**src/verilog/scope_params.svh**
```systemverilog
////////////////////////////////////////////////////////////////////////////
// scope core widths
// sample, decimation, shift, delay and bus address sizes
////////////////////////////////////////////////////////////////////////////

`ifndef SCOPE_PARAMS_SVH
`define SCOPE_PARAMS_SVH

// sample stream
`define SCOPE_SAMPLE_W 14  // signed adc sample

// decimation and averaging
`define SCOPE_DEC_W 8  // decimation factor
`define SCOPE_SHR_W 4  // averaging shift right

// trigger
`define SCOPE_DLY_W 16  // post-trigger sample count
`define SCOPE_TRG_EXT_W 4  // external trigger lines

// register bus
`define SCOPE_ADR_W 6  // byte address

`endif

```
**src/verilog/scope_pkg.sv**
```systemverilog
////////////////////////////////////////////////////////////////////////////
// scope core shared types
// sample type, trigger source encoding and the configuration record
////////////////////////////////////////////////////////////////////////////

`include "scope_params.svh"

package scope_pkg;

  typedef logic signed [`SCOPE_SAMPLE_W-1:0] sample_t;  // one adc sample

  // trigger sources, code 7 never fires
  typedef enum logic [2:0] {
    TRG_SW   = 3'd0,  // software pulse
    TRG_PDG  = 3'd1,  // rising edge of input
    TRG_NDG  = 3'd2,  // falling edge of input
    TRG_EXT0 = 3'd3,
    TRG_EXT1 = 3'd4,
    TRG_EXT2 = 3'd5,
    TRG_EXT3 = 3'd6
  } trg_src_e;

  typedef struct packed {
    logic                    avg;  // averaging enable
    logic [`SCOPE_DEC_W-1:0] dec;  // decimation factor, 0 acts as 1
    logic [`SCOPE_SHR_W-1:0] shr;  // shift of the group sum
    sample_t                 lvl;  // edge level
    sample_t                 hst;  // edge hysteresis
    trg_src_e                sel;  // trigger select
    logic [`SCOPE_DLY_W-1:0] dly;  // samples after trigger
  } scope_cfg_t;

endpackage

```
**src/verilog/scope_stream_if.sv**
```systemverilog
`timescale 1ns/1ns
////////////////////////////////////////////////////////////////////////////
// sample stream interface
// valid/ready handshake with a last marker for burst ends
////////////////////////////////////////////////////////////////////////////

interface scope_stream_if import scope_pkg::*; ();

  sample_t dat;  // payload
  logic    vld;  // source has a sample
  logic    rdy;  // sink takes it this clock
  logic    lst;  // last sample of a burst

  // producer side, holds dat/vld/lst until taken
  modport source (
    output dat,
    output vld,
    output lst,
    input  rdy
  );

  // consumer side
  modport sink (
    input  dat,
    input  vld,
    input  lst,
    output rdy
  );

endinterface

```
**src/verilog/scope_acq.sv**
```systemverilog
`timescale 1ns/1ns
////////////////////////////////////////////////////////////////////////////
// acquisition control
// arm, trigger select, post-trigger count and gated output register
////////////////////////////////////////////////////////////////////////////

`include "scope_params.svh"

module scope_acq import scope_pkg::*; (
  input  logic                        clk,
  input  logic                        rstn,
  input  scope_cfg_t                  cfg,
  // control pulses
  input  logic                        ctl_clr,
  input  logic                        ctl_trg,  // software trigger
  input  logic                        ctl_arm,
  // trigger sources
  input  logic                        trg_pdg,
  input  logic                        trg_ndg,
  input  logic [`SCOPE_TRG_EXT_W-1:0] trg_ext,  // sampled as is
  // decimated stream
  scope_stream_if.sink                sti,
  // output stream
  output sample_t                     sto_dat,
  output logic                        sto_vld,
  output logic                        sto_lst,
  input  logic                        sto_rdy,
  // status
  output logic                        sts_acq,
  output logic                        sts_trg
);

  logic                    trg_mux;  // selected source
  logic                    fire;
  logic                    take;     // sample goes to the output
  logic                    last;     // final sample of the run
  logic [`SCOPE_DLY_W-1:0] cnt_q;    // samples left after trigger

  always_comb begin
    case (cfg.sel)
      TRG_SW:   trg_mux = ctl_trg;
      TRG_PDG:  trg_mux = trg_pdg;
      TRG_NDG:  trg_mux = trg_ndg;
      TRG_EXT0: trg_mux = trg_ext[0];
      TRG_EXT1: trg_mux = trg_ext[1];
      TRG_EXT2: trg_mux = trg_ext[2];
      TRG_EXT3: trg_mux = trg_ext[3];
      default:  trg_mux = 1'b0;  // code 7
    endcase
  end

  assign sti.rdy = ~sto_vld | sto_rdy;  // stall decimator on back-pressure
  assign take    = sti.vld & sti.rdy & sts_acq;  // not acquiring, dropped
  assign fire    = sts_acq & ~sts_trg & trg_mux;
  assign last    = take & sts_trg & (cnt_q == '0);

  always_ff @(posedge clk) begin
    if (!rstn) begin
      sts_acq <= 1'b0;
      sts_trg <= 1'b0;
      cnt_q   <= '0;
      sto_vld <= 1'b0;
      sto_lst <= 1'b0;
    end else if (ctl_clr) begin
      sts_acq <= 1'b0;
      sts_trg <= 1'b0;
      sto_vld <= 1'b0;
      sto_lst <= 1'b0;
    end else begin
      if (ctl_arm) begin
        sts_acq <= 1'b1;
        sts_trg <= 1'b0;
      end else if (fire) begin
        sts_trg <= 1'b1;
        cnt_q   <= cfg.dly;
      end else if (last) begin
        sts_acq <= 1'b0;  // run done
        sts_trg <= 1'b0;
      end else if (take && sts_trg) begin
        cnt_q <= cnt_q - 1'b1;
      end
      // output register
      if (sto_rdy) begin
        sto_vld <= 1'b0;
        sto_lst <= 1'b0;
      end
      if (take) begin
        sto_vld <= 1'b1;
        sto_lst <= last;
      end
    end
  end

  always_ff @(posedge clk) begin
    if (take)
      sto_dat <= sti.dat;
  end

  a_lst_vld: assert property (@(posedge clk) disable iff (!rstn) sto_lst |-> sto_vld);

endmodule

```
**src/verilog/scope_dec_avg.sv**
```systemverilog
`timescale 1ns/1ns
////////////////////////////////////////////////////////////////////////////
// decimator with optional block averaging
// group sum is shifted right and saturated to the sample range
////////////////////////////////////////////////////////////////////////////

`include "scope_params.svh"

module scope_dec_avg import scope_pkg::*; (
  input  logic           clk,
  input  logic           rstn,
  input  logic           ctl_clr,  // drop partial group and output
  input  scope_cfg_t     cfg,
  // input stream
  input  sample_t        sti_dat,
  input  logic           sti_vld,
  output logic           sti_rdy,
  // decimated stream
  scope_stream_if.source sto
);

  localparam int ACC_W = `SCOPE_SAMPLE_W + `SCOPE_DEC_W;  // 255 full-scale samples fit
  localparam logic signed [ACC_W-1:0] SAT_MAX = ACC_W'(2 ** (`SCOPE_SAMPLE_W - 1) - 1);
  localparam logic signed [ACC_W-1:0] SAT_MIN = ~SAT_MAX;

  logic [`SCOPE_DEC_W-1:0] dec_n;     // group size
  logic [`SCOPE_DEC_W-1:0] cnt_q;     // samples taken in group
  logic                    grp_end;   // this input completes the group
  logic                    sti_xfer;
  logic signed [ACC_W-1:0] acc_q;     // running sum
  logic signed [ACC_W-1:0] acc_nxt;
  logic signed [ACC_W-1:0] acc_shr;
  sample_t                 avg_sat;   // scaled, clipped average

  assign dec_n    = (cfg.dec == '0) ? `SCOPE_DEC_W'(1) : cfg.dec;
  assign grp_end  = (cnt_q >= dec_n - 1'b1);  // >= copes with dec lowered mid-group
  assign sti_rdy  = ~sto.vld | sto.rdy;
  assign sti_xfer = sti_vld & sti_rdy;

  // first sample of a group restarts the sum
  assign acc_nxt = (cnt_q == '0) ? ACC_W'(sti_dat) : acc_q + ACC_W'(sti_dat);
  assign acc_shr = acc_nxt >>> cfg.shr;

  always_comb begin
    if (acc_shr > SAT_MAX)
      avg_sat = sample_t'(SAT_MAX);
    else if (acc_shr < SAT_MIN)
      avg_sat = sample_t'(SAT_MIN);
    else
      avg_sat = sample_t'(acc_shr);
  end

  // group counter and output valid
  always_ff @(posedge clk) begin
    if (!rstn) begin
      cnt_q   <= '0;
      sto.vld <= 1'b0;
    end else if (ctl_clr) begin
      cnt_q   <= '0;
      sto.vld <= 1'b0;
    end else begin
      if (sto.rdy)
        sto.vld <= 1'b0;  // taken
      if (sti_xfer) begin
        cnt_q <= grp_end ? '0 : cnt_q + 1'b1;
        if (grp_end)
          sto.vld <= 1'b1;
      end
    end
  end

  // sum and output sample
  always_ff @(posedge clk) begin
    if (sti_xfer)
      acc_q <= acc_nxt;
    if (sti_xfer && grp_end)
      sto.dat <= cfg.avg ? avg_sat : sti_dat;  // plain mode keeps last of group
  end

  assign sto.lst = 1'b0;  // bursts are framed downstream

  a_dat_hold: assert property (@(posedge clk) disable iff (!rstn)
    sto.vld && !sto.rdy |=> $stable(sto.dat));

endmodule

```
**src/verilog/scope_edge.sv**
```systemverilog
`timescale 1ns/1ns
////////////////////////////////////////////////////////////////////////////
// schmitt-trigger edge detector
// rising and falling pulses from the accepted input samples
////////////////////////////////////////////////////////////////////////////

`include "scope_params.svh"

module scope_edge import scope_pkg::*; (
  input  logic       clk,
  input  logic       rstn,
  input  scope_cfg_t cfg,
  // monitored input stream
  input  sample_t    sti_dat,
  input  logic       sti_vld,
  input  logic       sti_rdy,
  // trigger pulses
  output logic       trg_pdg,
  output logic       trg_ndg
);

  localparam int TW = `SCOPE_SAMPLE_W + 1;  // one guard bit

  logic signed [TW-1:0] thr_hi;   // lvl + hst
  logic signed [TW-1:0] thr_lo;   // lvl - hst
  logic signed [TW-1:0] dat_x;
  logic                 sti_xfer;
  logic                 st_q;     // 1 above the band

  assign thr_hi   = TW'(cfg.lvl) + TW'(cfg.hst);
  assign thr_lo   = TW'(cfg.lvl) - TW'(cfg.hst);
  assign dat_x    = TW'(sti_dat);
  assign sti_xfer = sti_vld & sti_rdy;  // only real transfers count

  always_ff @(posedge clk) begin
    if (!rstn) begin
      st_q    <= 1'b0;
      trg_pdg <= 1'b0;
      trg_ndg <= 1'b0;
    end else begin
      trg_pdg <= 1'b0;
      trg_ndg <= 1'b0;
      if (sti_xfer) begin
        if (!st_q && dat_x >= thr_hi) begin
          st_q    <= 1'b1;
          trg_pdg <= 1'b1;
        end else if (st_q && dat_x <= thr_lo) begin
          st_q    <= 1'b0;
          trg_ndg <= 1'b1;
        end
      end
    end
  end

endmodule

```
**src/verilog/scope_regs.sv**
```systemverilog
`timescale 1ns/1ns
////////////////////////////////////////////////////////////////////////////
// scope register block
// wishbone classic slave, configuration, control pulses, status readback
////////////////////////////////////////////////////////////////////////////

`include "scope_params.svh"

module scope_regs import scope_pkg::*; (
  input  logic                    clk,
  input  logic                    rstn,
  // wishbone classic slave
  input  logic                    wb_cyc,
  input  logic                    wb_stb,
  input  logic                    wb_we,
  input  logic [`SCOPE_ADR_W-1:0] wb_adr,
  input  logic [31:0]             wb_dat_w,
  input  logic [3:0]              wb_sel,
  output logic [31:0]             wb_dat_r,
  output logic                    wb_ack,
  // status
  input  logic                    sts_acq,
  input  logic                    sts_trg,
  // configuration and control
  output scope_cfg_t              cfg,
  output logic                    ctl_clr,
  output logic                    ctl_trg,
  output logic                    ctl_arm
);

  localparam logic [`SCOPE_ADR_W-1:0] ADR_CTL = 6'h00;
  localparam logic [`SCOPE_ADR_W-1:0] ADR_SEL = 6'h08;
  localparam logic [`SCOPE_ADR_W-1:0] ADR_DLY = 6'h0C;
  localparam logic [`SCOPE_ADR_W-1:0] ADR_LVL = 6'h10;
  localparam logic [`SCOPE_ADR_W-1:0] ADR_HST = 6'h14;
  localparam logic [`SCOPE_ADR_W-1:0] ADR_AVG = 6'h24;
  localparam logic [`SCOPE_ADR_W-1:0] ADR_DEC = 6'h28;
  localparam logic [`SCOPE_ADR_W-1:0] ADR_SHR = 6'h2C;

  logic        wb_req;  // new request, not yet acked
  logic        wb_wr;   // write request
  logic        ctl_wr;  // write to control, lane 0
  logic [31:0] rd_mux;  // current register value
  logic [31:0] wr_val;  // register value after lane merge

  // replace the byte lanes picked by sel
  function automatic logic [31:0] lane_merge(
    input logic [31:0] cur,
    input logic [31:0] dat,
    input logic [3:0]  sel
  );
    logic [31:0] res;
    res = cur;
    for (int i = 0; i < 4; i++) begin
      if (sel[i])
        res[8*i +: 8] = dat[8*i +: 8];
    end
    return res;
  endfunction

  assign wb_req = wb_cyc & wb_stb & ~wb_ack;
  assign wb_wr  = wb_req & wb_we;
  assign ctl_wr = wb_wr & (wb_adr == ADR_CTL) & wb_sel[0];

  always_comb begin
    case (wb_adr)
      ADR_CTL: rd_mux = {29'd0, sts_acq, sts_trg, 1'b0};
      ADR_SEL: rd_mux = {29'd0, cfg.sel};
      ADR_DLY: rd_mux = 32'(cfg.dly);
      ADR_LVL: rd_mux = 32'(cfg.lvl);  // signed, so sign-extended
      ADR_HST: rd_mux = 32'(cfg.hst);
      ADR_AVG: rd_mux = {31'd0, cfg.avg};
      ADR_DEC: rd_mux = 32'(cfg.dec);
      ADR_SHR: rd_mux = 32'(cfg.shr);
      default: rd_mux = '0;  // unmapped
    endcase
  end

  assign wr_val = lane_merge(rd_mux, wb_dat_w, wb_sel);

  ////////////////////////////////////////////////////////////////////////////
  // handshake and control pulses

  always_ff @(posedge clk) begin
    if (!rstn) begin
      wb_ack  <= 1'b0;
      ctl_clr <= 1'b0;
      ctl_trg <= 1'b0;
      ctl_arm <= 1'b0;
    end else begin
      wb_ack  <= wb_req;  // one cycle, every access is 2 clocks
      ctl_clr <= ctl_wr & wb_dat_w[0];
      ctl_trg <= ctl_wr & wb_dat_w[1];
      ctl_arm <= ctl_wr & wb_dat_w[2];
    end
  end

  always_ff @(posedge clk) begin
    if (wb_req)
      wb_dat_r <= rd_mux;  // valid during ack
  end

  ////////////////////////////////////////////////////////////////////////////
  // configuration

  always_ff @(posedge clk) begin
    if (!rstn) begin
      cfg <= '0;
    end else if (wb_wr) begin
      case (wb_adr)
        ADR_SEL: cfg.sel <= trg_src_e'(wr_val[2:0]);
        ADR_DLY: cfg.dly <= wr_val[`SCOPE_DLY_W-1:0];
        ADR_LVL: cfg.lvl <= wr_val[`SCOPE_SAMPLE_W-1:0];
        ADR_HST: cfg.hst <= wr_val[`SCOPE_SAMPLE_W-1:0];
        ADR_AVG: cfg.avg <= wr_val[0];
        ADR_DEC: cfg.dec <= wr_val[`SCOPE_DEC_W-1:0];
        ADR_SHR: cfg.shr <= wr_val[`SCOPE_SHR_W-1:0];
        default: ;  // control and unmapped hold no state
      endcase
    end
  end

  // master keeps stb up until ack, so a held request must not re-ack
  a_ack_single: assert property (@(posedge clk) disable iff (!rstn)
    wb_ack |=> !wb_ack);

endmodule

```
**src/verilog/scope_top.sv**
```systemverilog
`timescale 1ns/1ns
////////////////////////////////////////////////////////////////////////////
// oscilloscope acquisition core
// registers, decimator, edge trigger and acquisition control
////////////////////////////////////////////////////////////////////////////

`include "scope_params.svh"

module scope_top import scope_pkg::*; (
  input  logic                        clk,
  input  logic                        rstn,
  // wishbone classic slave
  input  logic                        wb_cyc,
  input  logic                        wb_stb,
  input  logic                        wb_we,
  input  logic [`SCOPE_ADR_W-1:0]     wb_adr,
  input  logic [31:0]                 wb_dat_w,
  input  logic [3:0]                  wb_sel,
  output logic [31:0]                 wb_dat_r,
  output logic                        wb_ack,
  // input stream
  input  sample_t                     sti_dat,
  input  logic                        sti_vld,
  output logic                        sti_rdy,
  // output stream
  output sample_t                     sto_dat,
  output logic                        sto_vld,
  output logic                        sto_lst,
  input  logic                        sto_rdy,
  // triggers
  input  logic [`SCOPE_TRG_EXT_W-1:0] trg_ext,
  output logic [1:0]                  trg_out  // {falling, rising}
);

  scope_cfg_t cfg;
  logic       ctl_clr, ctl_trg, ctl_arm;
  logic       sts_acq, sts_trg;

  scope_stream_if st_dec ();  // decimator to acquisition

  scope_regs regs_i (
    .clk, .rstn,
    .wb_cyc, .wb_stb, .wb_we, .wb_adr, .wb_dat_w, .wb_sel, .wb_dat_r, .wb_ack,
    .sts_acq, .sts_trg,
    .cfg, .ctl_clr, .ctl_trg, .ctl_arm
  );

  scope_dec_avg dec_i (
    .clk, .rstn, .ctl_clr, .cfg,
    .sti_dat, .sti_vld, .sti_rdy,
    .sto (st_dec.source)
  );

  // watches the raw input, never stalls it
  scope_edge edge_i (
    .clk, .rstn, .cfg,
    .sti_dat, .sti_vld, .sti_rdy,
    .trg_pdg (trg_out[0]),
    .trg_ndg (trg_out[1])
  );

  scope_acq acq_i (
    .clk, .rstn, .cfg,
    .ctl_clr, .ctl_trg, .ctl_arm,
    .trg_pdg (trg_out[0]),
    .trg_ndg (trg_out[1]),
    .trg_ext,
    .sti (st_dec.sink),
    .sto_dat, .sto_vld, .sto_lst, .sto_rdy,
    .sts_acq, .sts_trg
  );

endmodule
```
**config.mk**
```make
export PLATFORM = sky130hd
export DESIGN_NAME = scope_top
export DESIGN_NICKNAME = d
export VERILOG_FILES = /design/src/verilog/scope_pkg.sv /design/src/verilog/scope_stream_if.sv /design/src/verilog/scope_acq.sv /design/src/verilog/scope_dec_avg.sv /design/src/verilog/scope_edge.sv /design/src/verilog/scope_regs.sv /design/src/verilog/scope_top.sv
export VERILOG_INCLUDE_DIRS = /design/src /design/src/verilog
export SDC_FILE = /design/constraint.sdc
export NUM_CORES = 1
export LEC_CHECK = 0
export BUFFER_PORTS_ARGS = -buffer_cell sky130_fd_sc_hd__buf_2
export CAP_MARGIN = 10
export CORE_MARGIN = 2
export CORE_UTILIZATION = 40
export CTS_BUF_LIST = sky130_fd_sc_hd__clkbuf_4 sky130_fd_sc_hd__clkbuf_8 sky130_fd_sc_hd__clkbuf_16
export DETAILED_ROUTE_END_ITERATION = 8
export PLACE_DENSITY = 0.63
export SYNTH_ARGS = -nofsm -noshare
export SYNTH_HDL_FRONTEND = slang
export SYNTH_HIERARCHICAL = 1
export SYNTH_SLANG_ARGS = --single-unit
```
**constraint.sdc**
```tcl
create_clock -name clk -period 4.7 [get_ports clk]
set_clock_uncertainty 0.2 [all_clocks]
set_input_delay 0.235 -clock clk [delete_from_list [all_inputs] [get_ports clk]]
set_output_delay 0.235 -clock clk [all_outputs]
set_load 0.05 [all_outputs]
```
==> impl_metrics.yaml, run 1 <==
status:
  status: "finished, final reports clean"
floorplanning:
  rows: 64
  die_x_microns: 181
  start_util_pct: 40.8
  fp.dieArea_sq_um: 32800
  die_h_microns: 181
  coreArea_sq_um: 30700
  ios: 119
power:
  pwr-share-clk_pct: 39.5
  pwr-share-comb_pct: 19.0
  ir_worst_vdd_v: 0.000251
  power_frac_seq_pct: 41.6
  p_int_uw: 2580
  netSwitchingFraction_pct: 29.6
  power.density_nw_per_um2: 264
  switchingPower_uw: 1090
  p_leak_uw: 0.00544
clocking:
  clkLatencyLatePin_ps: 430
  clk_pin_slew_worst_paths_ps: 70
  cts_made_buffers: 17
  htree_levels: 4
  cts_sinks: 163
  postCtsSetupRepairBufs: 0
  root_buffer: "clkbuf_16"
  cts_tree: "yes"
  cts_max_path_buffers: 2
grt:
  antenna_found_initial: 1
  grt.overflow.total: 0
  grt_max_degree: 47
  grt_pass1_wl_mm: 55.2
  grt_pass1_vias: 10100
  grt_use_total_pct: 20.9
critical_path:
  cp.arrival_ps: 4350
  startpoint: "dec_i/acc_q[0]"
  crit_chain: "ha_1 > fa_1 > a211oi_2 > o21ai_2 > a32oi_1 > o211ai_1 > xnor2_1 > mux2i_1 > o21a_1 > a221o_1 > o311a_1 > o31ai_4 > buf_12 > a31oi_1"
  crit_path_top_delay_cell: "fa_1"
  cp.required_ps: 4610
  critPathBufInv: 1
  path_class: "flip-flop to flip-flop"
  cp_slowest_stage_delay_ps: 450
  path_max_fanout: 13
  startpoint_type: "flip-flop"
  timing.rr.start: "dec_i/acc_q[0]"
  crit_family: "compound AO/OA/AOI/OAI gates"
  endpoint_kind: "flip-flop"
drt:
  viasPerCell: 5.84
  drc: 0
  drt_iter0_drc: 950
  vias: 10900
  routed_wl_mm: 34.5
  wl_per_cell_microns: 18.5
  firstDrtPassIters: 5
  drtAntennaViolNets: 0
timing:
  setup_viol: 0
  rsz0062_at_grt: "false"
  tns_ps: 0
  final_hold_viol_count: 0
  period_share_pct: 94.4
  tightestPinTransition_ps: 1000
  worst_slack_ps: 261
  fin_crit_ps: 4440
  max_freq_ghz: 0.225
  slew_viol_final: 0
  slew_headroom_pct: 33.2
placed_design:
  dp.cells: 1827
  dpl.hpwl_mm: 26.4
  place_ws_ps: 132
  port_buffers: 100
  routabilityCongestion: 0.888
worst_hold_path:
  hold_class: "input pin to flip-flop"
  hold_start: "wb_dat_w[14]"
yosys:
  synth_area_sq_um: 12500
  syn-num-nets: 1566
  yosys_warnings: 6
  synth.avg_cell_area_sq_um: 8.94
  syn_inst: 1404
final_layout:
  final_common_cell: "nor2_1"
  layout.cells.non_filler: 1866
  drive_above_1_share_pct: 17.6
  final_net_count: 1618
  syn_to_final_growth_pct: 10.6
  nFillCells: 2979
  layout_common_cells: "nor2_1 (107), buf_2 (100), nand2_1 (98)"
job:
  drv_cap: 0
[power by group through the flow]
stage	registers, uW	clock network [uW]	logic [uW]
2_1_floorplan	1580	0	476
3_3_place_gp	1560	0	666
3_5_place_dp	1560	0	676
4_1_cts	1520	1470	682
5_1_grt	1530	1520	754
6_report	1520	1450	695
[tightest hold or removal path: stages]
cell and delay [ps]:
buf_2 70, o21ai_0 110, o31ai_2 200
[metal layers]
metal,vias up,part of all wire (%),GRT usage (%)
li1,5338,-,-
met1,5145,47,29.6
met2,368,44,32.2
met3,53,6.5,3.12
met4,0,2.9,7.25
met5,-,0,0
[state kept, by name, indices dropped and copies added, names as in the netlist, 8 cells and up]
signal / count
regs_i/cfg: 60
dec_i/acc_q: 22
acq_i/cnt_q: 16
regs_i/wb_dat_r: 17
dec_i/cnt_q: 8
acq_i/sto_dat: 14
dec_i/sto.dat: 14
[per-stage QoR]
step	power, uW	utilization (%)	area, sq um	hold slack, ps
2_1_floorplan	2050	-	12500	156
3_3_place_gp	2220	42.9	13200	207
3_5_place_dp	2230	42.9	13200	205
4_1_cts	3670	45.0	13800	7.25
5_1_grt	3800	45.1	13900	33.7
6_report	3670	45.1	13900	17.5
[layout make-up]
class,instances,area (sq um),share of cell area [%]
Multi-Input combinational cell,1092,7920,57.0
Sequential cell,163,3940,28.3
Timing Repair Buffer,123,701,5.05
Tap cell,396,495,3.57
Clock buffer,22,493,3.55
Inverter,59,224,1.61
Clock inverter,10,114,0.820
Antenna cell,1,2.50,0.0180
[worst paths after layout]
kind	endpoint	slack [ps]	depth (start not counted)
hold / removal	regs_i/cfg[14]	20	3
setup / recovery	dec_i/sto.dat[9]	260	14
setup reg to reg	dec_i/sto.dat[9]	260	14
hold reg to reg	acq_i/sto_dat[2]	220	0
[timing repair]
item	4_1_cts	5_1_grt
hold buffers	6	0
gates resized for setup	0	5
hold endpoints to repair	7	0
endpoints found under the setup margin	0	13
Power figures use the tool's default switching activity.
==> run 2, diff against run 1 <==
--- a/config.mk
+++ b/config.mk
@@ -15,5 +15,4 @@
 export PLACE_DENSITY = 0.63
 export SYNTH_ARGS = -nofsm -noshare
 export SYNTH_HDL_FRONTEND = slang
-export SYNTH_HIERARCHICAL = 1
 export SYNTH_SLANG_ARGS = --single-unit
==> run 2 against run 1 <==
  * Worst setup slack improved by 66 ps
  * Wire length fell by 7.5%
  * Register-to-register slack improved by 70 ps
  * Die area fell by 3.4%
  * Critical path type unchanged
  * Highest routed layer unchanged
  * Non-clock buffer count rose by 7
  * Critical endpoint is now dec_i.sto.dat[9]
  * Global-route usage fell by 0.34 points
  * Sequential share of layout area rose by 0.59 points
  * Final area fell by 2.1%
==> impl_metrics.yaml, run 2 <==
timing:
  slew_headroom_pct: 28.3
  max_freq_ghz: 0.229
  fin_crit_ps: 4370
  setup_viol: 0
  final_hold_viol_count: 0
  tightestPinTransition_ps: 1080
  slew_viol_final: 0
  tns_ps: 0
  rsz0062_at_grt: "false"
  whs_ps: 51.0
  period_share_pct: 93.0
worst_hold_path:
  hold_class: "input pin to flip-flop"
yosys:
  yosys_warnings: 0
  muxShareOfSynthArea_pct: 7.14
  synthAdderAreaFrac_pct: 9.90
  seq_area_frac_synth_pct: 32.5
  synth_top_area_share_pct: 16.6
  synth_compound_area_share_pct: 22.7
  synth_edf_count: 67
  syn-num-nets: 1557
  syn_inst: 1396
  synth.avg_cell_area_sq_um: 8.67
  async_reset_ff_share_pct: 0
  synth_xor_area_share_pct: 3.10
  synth.largest_area_cell: "edfxtp_1"
  synthSimpleGateAreaFrac_pct: 19.0
  synthFlopType: "dfxtp_1"
  yosysMostFrequentCell: "nand2_1"
  synth_area_sq_um: 12100
  synthTopCellsByCount: "nand2_1 (169), nor2_1 (98), dfxtp_1 (96)"
  ys_types: 93
  ys_ff_latch: 163
  synthTopCellsByArea: "edfxtp_1 (17%), dfxtp_1 (16%), ha_1 (9.4%), nand2_1 (5.2%), a21oi_1 (3.7%)"
  synth_top_family_by_area: "compound AO/OA/AOI/OAI gates"
clocking:
  htree_levels: 4
  cts_tree: "yes"
  cts_sinks: 163
  cts_max_path_buffers: 2
  root_buffer: "clkbuf_16"
  clk_pin_slew_worst_paths_ps: 80
  clkLatencyLatePin_ps: 440
  cts_made_buffers: 17
  postCtsSetupRepairBufs: 0
floorplanning:
  die_x_microns: 178
  coreArea_sq_um: 29700
  start_util_pct: 40.7
  die_h_microns: 178
  fp.dieArea_sq_um: 31700
  ios: 119
  rows: 63
critical_path:
  path_max_fanout: 13
  startpoint_type: "flip-flop"
  crit_chain: "ha_1 > fa_1 > a21o_1 > a221oi_2 > o21a_2 > nor3_1 > o31ai_1 > nand2_1 > a221o_1 > a2111oi_0 > nand3_1 > nand2_1 > buf_4 > a21oi_1"
  r2r_end: "dec_i.sto.dat[9]"
  cp.arrival_ps: 4340
  crit_path_top_delay_cell: "a221oi_2"
  timing.rr.start: "dec_i.acc_q[0]"
  cp.required_ps: 4670
  r2r_cells: 14
  crit_end: "dec_i.sto.dat[9]"
  cp_slowest_stage_delay_ps: 440
  path_class: "flip-flop to flip-flop"
  endpoint_kind: "flip-flop"
  crit_top_cell: "nand2_1"
  startpoint: "dec_i.acc_q[0]"
  ff2ff_setup_slack_ps: 330
final_layout:
  fin_area_sq_um: 13600
  final_common_cell: "nand2_1"
  syn_to_final_growth_pct: 12.3
  layout.cells.non_filler: 1865
  largest_reg_flops: 60
  layout_common_cells: "nand2_1 (169), buf_2 (100), nor2_1 (97)"
  top_register: "regs_i.cfg"
  reg_top3: "regs_i.cfg x60, dec_i.acc_q x22, regs_i.wb_dat_r x17"
  drive_above_1_share_pct: 16.6
  final_net_count: 1622
placed_design:
  dp.cells: 1826
  dpl.hpwl_mm: 24.1
  port_buffers: 100
  dpl_cell_area_sq_um: 12900
  routabilityCongestion: 0.882
power:
  p_leak_uw: 0.00535
  p_total_uw: 3710
  power.density_nw_per_um2: 273
  ir_worst_vdd_v: 0.000217
drt:
  vias: 10500
  firstDrtPassIters: 6
  routed_wl_mm: 31.9
  viasPerCell: 5.63
  drt_iter0_drc: 672
  met1Wirelength_mm: 14.7
  route.met2.wl_mm: 15.3
  drtAntennaViolNets: 0
  met3_length_mm: 1.18
  drc: 0
  wl_per_cell_microns: 17.1
  top_layer: "met4"
grt:
  grt_use_total_pct: 20.5
  grt_max_degree: 56
  grt.overflow.total: 0
  antenna_found_initial: 0
  grt_pass1_vias: 10000
  grt_pass1_wl_mm: 51.7
job:
  drv_cap: 0
status:
  status: "finished, final reports clean"
[run 2: layout make-up]
cell class                 count  area [sq um]
tap                          390           488
antenna                        1          2.50
clock buffer                  17           425
timing repair buffer         130           741
fill                        2844         16100
multi-input combinational   1080          7520
inverter                      69           259
sequential                   163          3930
clock inverter                15           218
[run 2: worst min path at each step]
stage | startpoint | cells after the start | slack [ps] | endpoint
detailed placement | dec_i.sto.dat[6] | 0 | 210 | acq_i.sto_dat[6]
CTS | wb_adr[4] | 4 | 30 | regs_i.cfg[16]
floorplan | wb_dat_w[2] | 1 | 160 | regs_i.ctl_arm
finish | wb_stb | 3 | 50 | regs_i.wb_dat_r[1]
global placement | dec_i.sto.dat[13] | 0 | 200 | acq_i.sto_dat[13]
global route | wb_stb | 3 | 50 | regs_i.wb_dat_r[2]
[run 2: cell families after synthesis]
family	after synthesis
XOR/XNOR	42
multiplexers	71
flip-flops	163
AND/OR/NAND/NOR	471
buffers and inverters	153
AO/OA/AOI/OAI	402
adder cells (fa/ha/maj)	94
[run 2: power breakdown]
group | leakage, uW | switching [uW] | internal (uW)
Clock | 0.000310 | 679 | 822
Sequential | 0.00141 | 14.2 | 1510
Combinational | 0.00363 | 432 | 253
[run 2: what timing repair did]
action	CTS	global route
hold buffers	6	0
gates resized for setup	0	7
setup endpoints to repair	0	4
hold endpoints to repair	8	0
[run 2: per-layer routing]
metal	track usage [%]	up-vias
li1	-	5186
met1	26.9	5002
met2	34.4	249
met3	2.92	57
met4	7.27	0
met5	0	-
[run 2: critical path, delay by kind of cell (launching register included)]
kind | cells | cell delay [ps]
compound gates | 7 | 2270
fa+ha+maj | 2 | 640
buf+inv | 1 | 220
flops | 1 | 380
simple gates | 4 | 400
[run 2: metrics by stage]
stage / utilization, % / worst slack (ps)
final: 45.7 / 327
after global routing: 45.7 / 58.5
after CTS: 45.7 / 148
after detailed placement: 43.3 / 205
after global placement: 43.3 / 314
after floorplan: - / 665
